[src/hw/rv_core_config.svh]
// core width, register count and tag width macros.
`ifndef RV_CORE_CONFIG_SVH
`define RV_CORE_CONFIG_SVH

// ============================================================================
// datapath.
// ============================================================================

// width of one data or pc word.
`define RV_XLEN 32

// architectural integer registers, x0 included.
`define RV_REG_COUNT 32

// ============================================================================
// bookkeeping.
// ============================================================================

// instruction tag carried from input to completion.
`define RV_TAG_WIDTH 16

`endif

[src/hw/rv_isa_pkg.sv]
// instruction-set field widths, word types, opcode and funct encodings.
`include "rv_core_config.svh"

package rv_isa_pkg;

    // ========================================================================
    // field widths.
    // ========================================================================
    localparam int INST_W     = 32;
    localparam int OPCODE_W   = 7;
    localparam int FUNCT3_W   = 3;
    localparam int FUNCT7_W   = 7;
    localparam int REG_ADDR_W = $clog2(`RV_REG_COUNT);
    // shift amount, low bits of operand 2 or the shamt field.
    localparam int SHAMT_W    = $clog2(`RV_XLEN);

    // ========================================================================
    // basic types.
    // ========================================================================
    typedef logic [`RV_XLEN-1:0]   word_t;
    typedef logic [INST_W-1:0]     inst_t;
    typedef logic [REG_ADDR_W-1:0] reg_addr_t;

    // ========================================================================
    // encodings.
    // ========================================================================

    // major opcodes kept by this slice.
    typedef enum logic [OPCODE_W-1:0] {
        OPC_OP     = 7'b0110011,
        OPC_OP_IMM = 7'b0010011,
        OPC_LUI    = 7'b0110111,
        OPC_AUIPC  = 7'b0010111
    } opcode_e;

    // funct3 of the integer alu group.
    typedef enum logic [FUNCT3_W-1:0] {
        F3_ADD_SUB = 3'b000,
        F3_SLL     = 3'b001,
        F3_SLT     = 3'b010,
        F3_SLTU    = 3'b011,
        F3_XOR     = 3'b100,
        F3_SR      = 3'b101,
        F3_OR      = 3'b110,
        F3_AND     = 3'b111
    } funct3_e;

    // funct7, alternate form selects sub and sra.
    localparam logic [FUNCT7_W-1:0] FUNCT7_NORMAL = 7'b0000000;
    localparam logic [FUNCT7_W-1:0] FUNCT7_ALT    = 7'b0100000;

endpackage

[src/hw/rv_pipe_pkg.sv]
// pipeline control enums and the packed structs passed between stages.
`include "rv_core_config.svh"

package rv_pipe_pkg;

    import rv_isa_pkg::*;

    typedef logic [`RV_TAG_WIDTH-1:0] tag_t;

    // ========================================================================
    // control encodings.
    // ========================================================================

    // alu function, copy2 passes operand 2 through.
    typedef enum logic [3:0] {
        ALU_ADD   = 4'd0,
        ALU_SUB   = 4'd1,
        ALU_AND   = 4'd2,
        ALU_OR    = 4'd3,
        ALU_XOR   = 4'd4,
        ALU_SLL   = 4'd5,
        ALU_SRL   = 4'd6,
        ALU_SRA   = 4'd7,
        ALU_SLT   = 4'd8,
        ALU_SLTU  = 4'd9,
        ALU_COPY2 = 4'd10
    } alu_op_e;

    typedef enum logic [1:0] {
        OP1_RS1  = 2'd0,
        OP1_PC   = 2'd1,
        OP1_ZERO = 2'd2
    } op1_sel_e;

    typedef enum logic {
        OP2_RS2 = 1'b0,
        OP2_IMM = 1'b1
    } op2_sel_e;

    // ========================================================================
    // stage payloads.
    // ========================================================================
    typedef struct packed {
        inst_t inst;
        word_t pc;
        tag_t  tag;
    } core_in_t;

    typedef struct packed {
        alu_op_e   alu_op;
        op1_sel_e  op1_sel;
        op2_sel_e  op2_sel;
        reg_addr_t rs1;
        reg_addr_t rs2;
        reg_addr_t rd;
        logic      rf_wen;
        word_t     imm;
        word_t     pc;
        tag_t      tag;
    } dec_ctrl_t;

    typedef struct packed {
        reg_addr_t rd;
        logic      rf_wen;
        word_t     value;
        tag_t      tag;
    } exe_out_t;

    // completion record at the core boundary.
    typedef struct packed {
        reg_addr_t rd;
        logic      rf_wen;
        word_t     value;
        tag_t      tag;
    } core_out_t;

endpackage

[src/hw/rv_decode.sv]
// decode stage: field extraction, decode table, immediates, decode register.
`timescale 1ns/1ns

module rv_decode
    import rv_isa_pkg::*, rv_pipe_pkg::*;
(
    input  logic      clk,
    input  logic      reset,
    input  logic      in_valid,
    input  core_in_t  core_in,
    output logic      dec_valid,
    output dec_ctrl_t dec_ctrl
);

    // which immediate the instruction carries.
    typedef enum logic [1:0] {
        IMM_I     = 2'd0,
        IMM_SHAMT = 2'd1,
        IMM_U     = 2'd2
    } imm_sel_e;

    typedef struct packed {
        alu_op_e  alu_op;
        op1_sel_e op1_sel;
        op2_sel_e op2_sel;
        imm_sel_e imm_sel;
        logic     rf_wen;
    } dec_fields_t;

    // ========================================================================
    // decode table.
    // ========================================================================
    function automatic dec_fields_t decode_inst(
        input logic [FUNCT7_W+FUNCT3_W+OPCODE_W-1:0] key
    );
        dec_fields_t d;
        casez (key)
            {FUNCT7_NORMAL, F3_ADD_SUB, OPC_OP}: d = '{ALU_ADD,  OP1_RS1, OP2_RS2, IMM_I, 1'b1};
            {FUNCT7_ALT,    F3_ADD_SUB, OPC_OP}: d = '{ALU_SUB,  OP1_RS1, OP2_RS2, IMM_I, 1'b1};
            {FUNCT7_NORMAL, F3_SLL,     OPC_OP}: d = '{ALU_SLL,  OP1_RS1, OP2_RS2, IMM_I, 1'b1};
            {FUNCT7_NORMAL, F3_SLT,     OPC_OP}: d = '{ALU_SLT,  OP1_RS1, OP2_RS2, IMM_I, 1'b1};
            {FUNCT7_NORMAL, F3_SLTU,    OPC_OP}: d = '{ALU_SLTU, OP1_RS1, OP2_RS2, IMM_I, 1'b1};
            {FUNCT7_NORMAL, F3_XOR,     OPC_OP}: d = '{ALU_XOR,  OP1_RS1, OP2_RS2, IMM_I, 1'b1};
            {FUNCT7_NORMAL, F3_SR,      OPC_OP}: d = '{ALU_SRL,  OP1_RS1, OP2_RS2, IMM_I, 1'b1};
            {FUNCT7_ALT,    F3_SR,      OPC_OP}: d = '{ALU_SRA,  OP1_RS1, OP2_RS2, IMM_I, 1'b1};
            {FUNCT7_NORMAL, F3_OR,      OPC_OP}: d = '{ALU_OR,   OP1_RS1, OP2_RS2, IMM_I, 1'b1};
            {FUNCT7_NORMAL, F3_AND,     OPC_OP}: d = '{ALU_AND,  OP1_RS1, OP2_RS2, IMM_I, 1'b1};
            // immediate forms, funct7 only matters for shifts.
            {7'b???????, F3_ADD_SUB, OPC_OP_IMM}: d = '{ALU_ADD, OP1_RS1, OP2_IMM, IMM_I, 1'b1};
            {7'b???????, F3_SLT,     OPC_OP_IMM}: d = '{ALU_SLT, OP1_RS1, OP2_IMM, IMM_I, 1'b1};
            {7'b???????, F3_SLTU,    OPC_OP_IMM}: d = '{ALU_SLTU, OP1_RS1, OP2_IMM, IMM_I, 1'b1};
            {7'b???????, F3_XOR,     OPC_OP_IMM}: d = '{ALU_XOR, OP1_RS1, OP2_IMM, IMM_I, 1'b1};
            {7'b???????, F3_OR,      OPC_OP_IMM}: d = '{ALU_OR,  OP1_RS1, OP2_IMM, IMM_I, 1'b1};
            {7'b???????, F3_AND,     OPC_OP_IMM}: d = '{ALU_AND, OP1_RS1, OP2_IMM, IMM_I, 1'b1};
            {FUNCT7_NORMAL, F3_SLL, OPC_OP_IMM}: d = '{ALU_SLL, OP1_RS1, OP2_IMM, IMM_SHAMT, 1'b1};
            {FUNCT7_NORMAL, F3_SR,  OPC_OP_IMM}: d = '{ALU_SRL, OP1_RS1, OP2_IMM, IMM_SHAMT, 1'b1};
            {FUNCT7_ALT,    F3_SR,  OPC_OP_IMM}: d = '{ALU_SRA, OP1_RS1, OP2_IMM, IMM_SHAMT, 1'b1};
            // upper immediates.
            {7'b???????, 3'b???, OPC_LUI}:   d = '{ALU_COPY2, OP1_ZERO, OP2_IMM, IMM_U, 1'b1};
            {7'b???????, 3'b???, OPC_AUIPC}: d = '{ALU_ADD,   OP1_PC,   OP2_IMM, IMM_U, 1'b1};
            // anything else completes as a nop.
            default: d = '{ALU_ADD, OP1_ZERO, OP2_IMM, IMM_I, 1'b0};
        endcase
        return d;
    endfunction

    // ========================================================================
    // field extraction and immediates.
    // ========================================================================
    inst_t                inst;
    logic [OPCODE_W-1:0]  opcode;
    logic [FUNCT3_W-1:0]  funct3;
    logic [FUNCT7_W-1:0]  funct7;
    reg_addr_t            rd;
    dec_fields_t          fields;
    word_t                imm;
    dec_ctrl_t            dec_next;

    assign inst   = core_in.inst;
    assign opcode = inst[6:0];
    assign funct3 = inst[14:12];
    assign funct7 = inst[31:25];
    assign rd     = inst[11:7];
    assign fields = decode_inst({funct7, funct3, opcode});

    always_comb begin
        case (fields.imm_sel)
            IMM_SHAMT: imm = word_t'(inst[20 +: SHAMT_W]);
            IMM_U:     imm = {inst[31:12], 12'b0};
            default:   imm = {{20{inst[31]}}, inst[31:20]};
        endcase
    end

    always_comb begin
        dec_next.alu_op  = fields.alu_op;
        dec_next.op1_sel = fields.op1_sel;
        dec_next.op2_sel = fields.op2_sel;
        dec_next.rs1     = inst[19:15];
        dec_next.rs2     = inst[24:20];
        dec_next.rd      = rd;
        // x0 is never written.
        dec_next.rf_wen  = fields.rf_wen && (rd != '0);
        dec_next.imm     = imm;
        dec_next.pc      = core_in.pc;
        dec_next.tag     = core_in.tag;
    end

    // ========================================================================
    // decode register.
    // ========================================================================
    always_ff @(posedge clk) begin
        if (reset) begin
            dec_valid <= 1'b0;
        end else begin
            dec_valid <= in_valid;
        end
    end

    always_ff @(posedge clk) begin
        if (in_valid) begin
            dec_ctrl <= dec_next;
        end
    end

endmodule

[src/hw/rv_execute.sv]
// execute stage: operand select with forwarding, alu, execute register.
`timescale 1ns/1ns

module rv_execute
    import rv_isa_pkg::*, rv_pipe_pkg::*;
(
    input  logic      clk,
    input  logic      reset,
    input  logic      dec_valid,
    input  dec_ctrl_t dec_ctrl,
    output reg_addr_t rs1,
    output reg_addr_t rs2,
    input  word_t     rs1_data,
    input  word_t     rs2_data,
    output logic      exe_valid,
    output exe_out_t  exe_out
);

    logic               fwd_rs1;
    logic               fwd_rs2;
    word_t              rs1_val;
    word_t              rs2_val;
    word_t              op1;
    word_t              op2;
    logic [SHAMT_W-1:0] shamt;
    word_t              alu_result;

    assign rs1 = dec_ctrl.rs1;
    assign rs2 = dec_ctrl.rs2;

    // previous instruction still sits in our own register.
    assign fwd_rs1 = exe_valid && exe_out.rf_wen && (exe_out.rd != '0) && (exe_out.rd == rs1);
    assign fwd_rs2 = exe_valid && exe_out.rf_wen && (exe_out.rd != '0) && (exe_out.rd == rs2);

    assign rs1_val = fwd_rs1 ? exe_out.value : rs1_data;
    assign rs2_val = fwd_rs2 ? exe_out.value : rs2_data;

    always_comb begin
        case (dec_ctrl.op1_sel)
            OP1_RS1: op1 = rs1_val;
            OP1_PC:  op1 = dec_ctrl.pc;
            default: op1 = '0;
        endcase
    end

    assign op2   = (dec_ctrl.op2_sel == OP2_IMM) ? dec_ctrl.imm : rs2_val;
    assign shamt = op2[SHAMT_W-1:0];

    // ========================================================================
    // alu.
    // ========================================================================
    always_comb begin
        case (dec_ctrl.alu_op)
            ALU_SUB:   alu_result = op1 - op2;
            ALU_AND:   alu_result = op1 & op2;
            ALU_OR:    alu_result = op1 | op2;
            ALU_XOR:   alu_result = op1 ^ op2;
            ALU_SLL:   alu_result = op1 << shamt;
            ALU_SRL:   alu_result = op1 >> shamt;
            ALU_SRA:   alu_result = $signed(op1) >>> shamt;
            ALU_SLT:   alu_result = word_t'($signed(op1) < $signed(op2));
            ALU_SLTU:  alu_result = word_t'(op1 < op2);
            ALU_COPY2: alu_result = op2;
            default:   alu_result = op1 + op2;
        endcase
    end

    // ========================================================================
    // execute register.
    // ========================================================================
    always_ff @(posedge clk) begin
        if (reset) begin
            exe_valid <= 1'b0;
        end else begin
            exe_valid <= dec_valid;
        end
    end

    always_ff @(posedge clk) begin
        if (dec_valid) begin
            exe_out.rd     <= dec_ctrl.rd;
            exe_out.rf_wen <= dec_ctrl.rf_wen;
            exe_out.value  <= alu_result;
            exe_out.tag    <= dec_ctrl.tag;
        end
    end

endmodule

[src/hw/rv_result.sv]
// result stage: register file, two read ports, completion output register.
`timescale 1ns/1ns
`include "rv_core_config.svh"

module rv_result
    import rv_isa_pkg::*, rv_pipe_pkg::*;
(
    input  logic      clk,
    input  logic      reset,
    input  logic      exe_valid,
    input  exe_out_t  exe_out,
    input  reg_addr_t rs1,
    input  reg_addr_t rs2,
    output word_t     rs1_data,
    output word_t     rs2_data,
    output logic      out_valid,
    output core_out_t core_out
);

    word_t regs [`RV_REG_COUNT];

    // register file, architectural state starts at zero.
    always_ff @(posedge clk) begin
        if (reset) begin
            for (int i = 0; i < `RV_REG_COUNT; i++) begin
                regs[i] <= '0;
            end
        end else if (exe_valid && exe_out.rf_wen && (exe_out.rd != '0)) begin
            regs[exe_out.rd] <= exe_out.value;
        end
    end

    // x0 reads as zero.
    assign rs1_data = (rs1 == '0) ? '0 : regs[rs1];
    assign rs2_data = (rs2 == '0) ? '0 : regs[rs2];

    // ========================================================================
    // completion output.
    // ========================================================================
    always_ff @(posedge clk) begin
        if (reset) begin
            out_valid <= 1'b0;
        end else begin
            out_valid <= exe_valid;
        end
    end

    always_ff @(posedge clk) begin
        if (exe_valid) begin
            core_out.rd     <= exe_out.rd;
            core_out.rf_wen <= exe_out.rf_wen;
            core_out.value  <= exe_out.value;
            core_out.tag    <= exe_out.tag;
        end
    end

endmodule

[src/hw/rv_int_core.sv]
// integer execution slice top: decode, execute and result stages.
`timescale 1ns/1ns

module rv_int_core
    import rv_isa_pkg::*, rv_pipe_pkg::*;
(
    input  logic      clk,
    input  logic      reset,
    input  logic      in_valid,
    input  core_in_t  core_in,
    output logic      out_valid,
    output core_out_t core_out
);

    // decode to execute.
    logic      dec_valid;
    dec_ctrl_t dec_ctrl;

    // register read ports.
    reg_addr_t rs1;
    reg_addr_t rs2;
    word_t     rs1_data;
    word_t     rs2_data;

    // execute to result.
    logic      exe_valid;
    exe_out_t  exe_out;

    rv_decode u_decode (
        .clk       (clk),
        .reset     (reset),
        .in_valid  (in_valid),
        .core_in   (core_in),
        .dec_valid (dec_valid),
        .dec_ctrl  (dec_ctrl)
    );

    rv_execute u_execute (
        .clk       (clk),
        .reset     (reset),
        .dec_valid (dec_valid),
        .dec_ctrl  (dec_ctrl),
        .rs1       (rs1),
        .rs2       (rs2),
        .rs1_data  (rs1_data),
        .rs2_data  (rs2_data),
        .exe_valid (exe_valid),
        .exe_out   (exe_out)
    );

    rv_result u_result (
        .clk       (clk),
        .reset     (reset),
        .exe_valid (exe_valid),
        .exe_out   (exe_out),
        .rs1       (rs1),
        .rs2       (rs2),
        .rs1_data  (rs1_data),
        .rs2_data  (rs2_data),
        .out_valid (out_valid),
        .core_out  (core_out)
    );

endmodule

[config.mk]
export PLATFORM = sky130hd
export DESIGN_NAME = rv_int_core
export DESIGN_NICKNAME = d
export VERILOG_FILES = /design/src/hw/rv_isa_pkg.sv /design/src/hw/rv_pipe_pkg.sv /design/src/hw/rv_decode.sv /design/src/hw/rv_execute.sv /design/src/hw/rv_result.sv /design/src/hw/rv_int_core.sv
export VERILOG_INCLUDE_DIRS = /design/src /design/src/hw
export SDC_FILE = /design/constraint.sdc
export NUM_CORES = 2
export LEC_CHECK = 0
export BUFFER_PORTS_ARGS = -buffer_cell sky130_fd_sc_hd__buf_2
export CAP_MARGIN = 25
export CORE_ASPECT_RATIO = 0.75
export CORE_MARGIN = 2
export CORE_UTILIZATION = 30
export DETAILED_ROUTE_END_ITERATION = 10
export PLACE_DENSITY = 0.5
export SYNTH_ARGS = -nofsm -noshare
export SYNTH_HDL_FRONTEND = slang
export SYNTH_SLANG_ARGS = --single-unit
[constraint.sdc]
create_clock -name clk -period 9.8 [get_ports clk]
set_input_delay 0.98 -clock clk [delete_from_list [all_inputs] [get_ports clk]]
set_output_delay 0.98 -clock clk [all_outputs]
set_load 0.05 [all_outputs]
==> impl_results.md <==
* Run status: completed
* Top cells by count, synth: edfxtp_1 (1235), and2_1 (992), mux4_2 (545), clkbuf_1 (363), mux2i_1 (200)
* Mean Syn Cell Area at ~14 sq um
* Mux cell area share after synthesis at 0.2073
* Max-slew headroom at 0.1202
* Initial Utilization at 0.3026
* Max-cap violations at 0
* Psw at 0.004779 W
* Power Total at about 0.015 W
* Clock Sinks at around 1200
* Initial antenna violation count at 63
* Tcrit/Tclk final at 0.8952
* CP Max Fanout at 77
* Vias in the first global route at ~48000
* Clk_skew at between 0.06 and 0.07 ns
* Yosys warnings at 0
* Ranking of synthesized cells by area: edfxtp_1 (52%), mux4_2 (17%), and2_1 (8.7%), mux2i_1 (2.8%), clkbuf_1 (1.9%)
* Gr usage total at 0.2638
* Setup violations, final at 0
* Critical Path AT at roughly 9.3 ns
* Design Area, Final at between 0.08 and 0.09 sq mm
* Dpl cell area at ~0.076 sq mm
* Global-route wire length before repair at roughly 440 mm
* RR Endpoint: u_execute.exe_out[45]$_DFFE_PP_
* Most frequent CP cell: o21ai_0
* Count leader, synth: edfxtp_1
* Cell Rows at roughly 150
* Die X at roughly 570 microns
* PD cells at 187.1 mW/mm^2
* Worst-Margin Slew at 1.320 ns
* Synth Area in XOR/XNOR at 0.003073
* Adder-cell share of the synthesized area at 0.01795
* Post-synth EDFFs at approximately 1200
* CTS Buf Count at roughly 140
* Setup bufs post-CTS at 0
* Combinational share of power at 0.225
* Hold path endpoint: u_decode.dec_ctrl[14]$_DFFE_PP_
* Pin count of the biggest net entering global routing at between 100 and 150
* Distinct cells, synth at 103
* Buffers on Ports at ~140
* Min-delay src: core_in[14]
* WL/cell at approximately 38 microns
* Slowest stage cell, crit path: a211oi_1
* Post-CTS Hold Fix Bufs at 0
* Synthesized area at around 0.071 sq mm
* Final min period at 8.773 ns
* Post-synth top area share at 0.5205
* Flop pwr share at 0.419
* Worst-path cell chain: buf_4 > buf_12 > mux4_2 > mux4_2 > mux2i_1 > o211ai_1 > o21ai_0 > inv_1 > ha_1 > inv_1 > nor3_1 > nand4_1 > a211oi_1 > o21ai_0 > o21ai_0 > a31oi_1 > o31a_1 > a221o_1 > o21ai_0 > o2111ai_1
* CP Launch Type: flip-flop
* Core area at roughly 0.24 sq mm
* Sw Ratio at 0.3169
* Worst skew pair latency at 0.83 ns
* Unrepaired setup endpoints after global routing: no
* Hold WS at 0.3310 ns
* Largest family of logic cells by synthesized area: multiplexers
* TritonCTS clock tree: done
* Compound-cell area share of the yosys netlist at 0.07565
* FF-to-FF path depth at 20
* Critical path class: reg -> reg
* H-tree levels at 4
* Share of layout cells above drive strength 1 at 0.2387
* CP Capture Type: flip-flop
* CTS resizes at 0
* Routed WL at about 330 mm
* Post-route ant nets at 0
* Max-slew violations at 0
* Leakage power at around 29 nW
* Max stage delay on crit path at between 0.9 and 1 ns
* Remaining Overflow, GRT at 0
* Fmax achieved at roughly 0.11 GHz
* Async set-reset flop share out of synthesis at 0
* CTS Root Cell: clkbuf_16
* Fin Setup TNS at 0 ns
* Chip height at about 430 microns
* Mapped Cells at around 5200
* Post-synthesis sequential area ratio at 0.5241
* Peak VDD IR at 0.0001280 V
* WP data required at between 10 and 15 ns
* Nets at between 5000 and 6000
* Hold Violations, Final at 0
* Hold Path Depth at 1
* Cell type with the largest total area after synthesis: edfxtp_1
* TritonRoute pass-1 iters at 9
* Via density at 6.111
* P_int at between 0.01 and 0.015 W
* Detailed placement HPWL at approximately 210 mm
* Die area at roughly 0.24 sq mm
* # DRC at 0
* Iter 0 DRT Violations at roughly 10000
* Clock share of power at 0.356
* Post-synth top flop: edfxtp_1
* Min-Delay Path Class: in -> reg
* Reg2Reg Setup Slack at 1.03 ns
* Reg clk slew, reported paths at approximately 0.070 ns
* Gpl congestion at 1.020
* Number of synthesized register bits at roughly 1200
* Ports at 138
* Via count at around 52000
* Post-Synth Simple-Gate Area at 0.1362
* Synthesis-to-layout area growth at 13.12%
* CTS Buffer Depth at 4
-- through the flow --
step / cells / setup WS (ns) / util
detailed placement: 8256 / 1.484 / 0.3229
finish: 8526 / 1.027 / 0.3423
floorplan: 5277 / 3.030 / -
CTS: 8494 / 1.386 / 0.3415
global placement: 8249 / 1.430 / 0.3226
global route: 8503 / 0.8497 / 0.3421
-- placed cells by master, fill, tap and decap left out, types with 46 or more instances in the layout --
cell	n
ha_1	99
nor3_1	76
buf_4	213
inv_1	98
nand2_1	151
a21o_1	47
a22oi_1	46
buf_2	136
mux2i_1	200
and2_1	992
o22ai_1	120
nor2_1	145
edfxtp_1	1235
clkbuf_16	141
o21ai_0	129
mux4_2	545
a21oi_1	151
nand3_1	56
-- per-layer routing --
metal | share of wire | track usage
met1 | 0.44 | 0.4045
met2 | 0.40 | 0.3567
met3 | 0.14 | 0.07936
met4 | 0.025 | 0.06356
met5 | 0.00026 | 0
-- cell type report --
cell class              count  area (sq um)
fillers                 22870        154900
flip-flops and latches   1248         37380
multi-input cells        3425         31850
well taps                3120          3904
clock buffers             172          3645
repair buffers            370          2644
clock inverters            66         732.0
inverters                 102         385.4
diodes                     23         57.56
-- power groups by stage --
stage / registers (W) / clock network (W) / logic [W]
CTS: 0.00631 / 0.00541 / 0.00326
floorplan: 0.00632 / 0 / 0.00196
global placement: 0.00642 / 0 / 0.00325
finish: 0.00632 / 0.00537 / 0.00339
global route: 0.00633 / 0.00562 / 0.00347
detailed placement: 0.00642 / 0 / 0.00325
-- cells by family after synthesis --
kind of cell               after synthesis
xor gates and xnor gates                25
and+or+nand+nor                       1686
adders and majority gates              101
other                                    1
buffers and inverters                  604
muxes                                  787
AOI/OAI and AO/OA                      794
DFF                                   1248
-- how the worst max path moves through the flow --
| stage | slack, ns | end | from | cells after the start |
|---|---|---|---|---|
| after detailed placement | 1.48 | u_execute.exe_out[45]$_DFFE_PP_ | flip-flop | 20 |
| final | 1.03 | u_execute.exe_out[45]$_DFFE_PP_ | flip-flop | 20 |
| after CTS | 1.39 | u_execute.exe_out[45]$_DFFE_PP_ | flip-flop | 20 |
| after global routing | 0.85 | u_execute.exe_out[45]$_DFFE_PP_ | flip-flop | 20 |
| after floorplan | 3.03 | u_execute.exe_out[46]$_DFFE_PP_ | u_execute.exe_valid$_SDFF_PP0_ | 22 |
| after global placement | 1.43 | u_execute.exe_out[45]$_DFFE_PP_ | flip-flop | 20 |
-- critical path, delay by kind of cell (launching register included) --
kind,cells,cell delay [ns]
AND/OR/NAND/NOR,2,0.91
adder cells (fa/ha/maj),1,0.45
multiplexers,3,1.47
buffers and inverters,4,1.26
flip-flops,1,0.69
AO/OA/AOI/OAI,10,3.49
-- flip-flops by register name, indices dropped and copies added, names as in the netlist, named ones only --
register,count
u_execute.exe_valid,1
u_decode.dec_valid,1
u_result.regs,1024
u_decode.dec_ctrl,103
u_result.out_valid,1
u_execute.exe_out,54
u_result.core_out,54
Note: power is estimated with default switching activity, not from simulation.
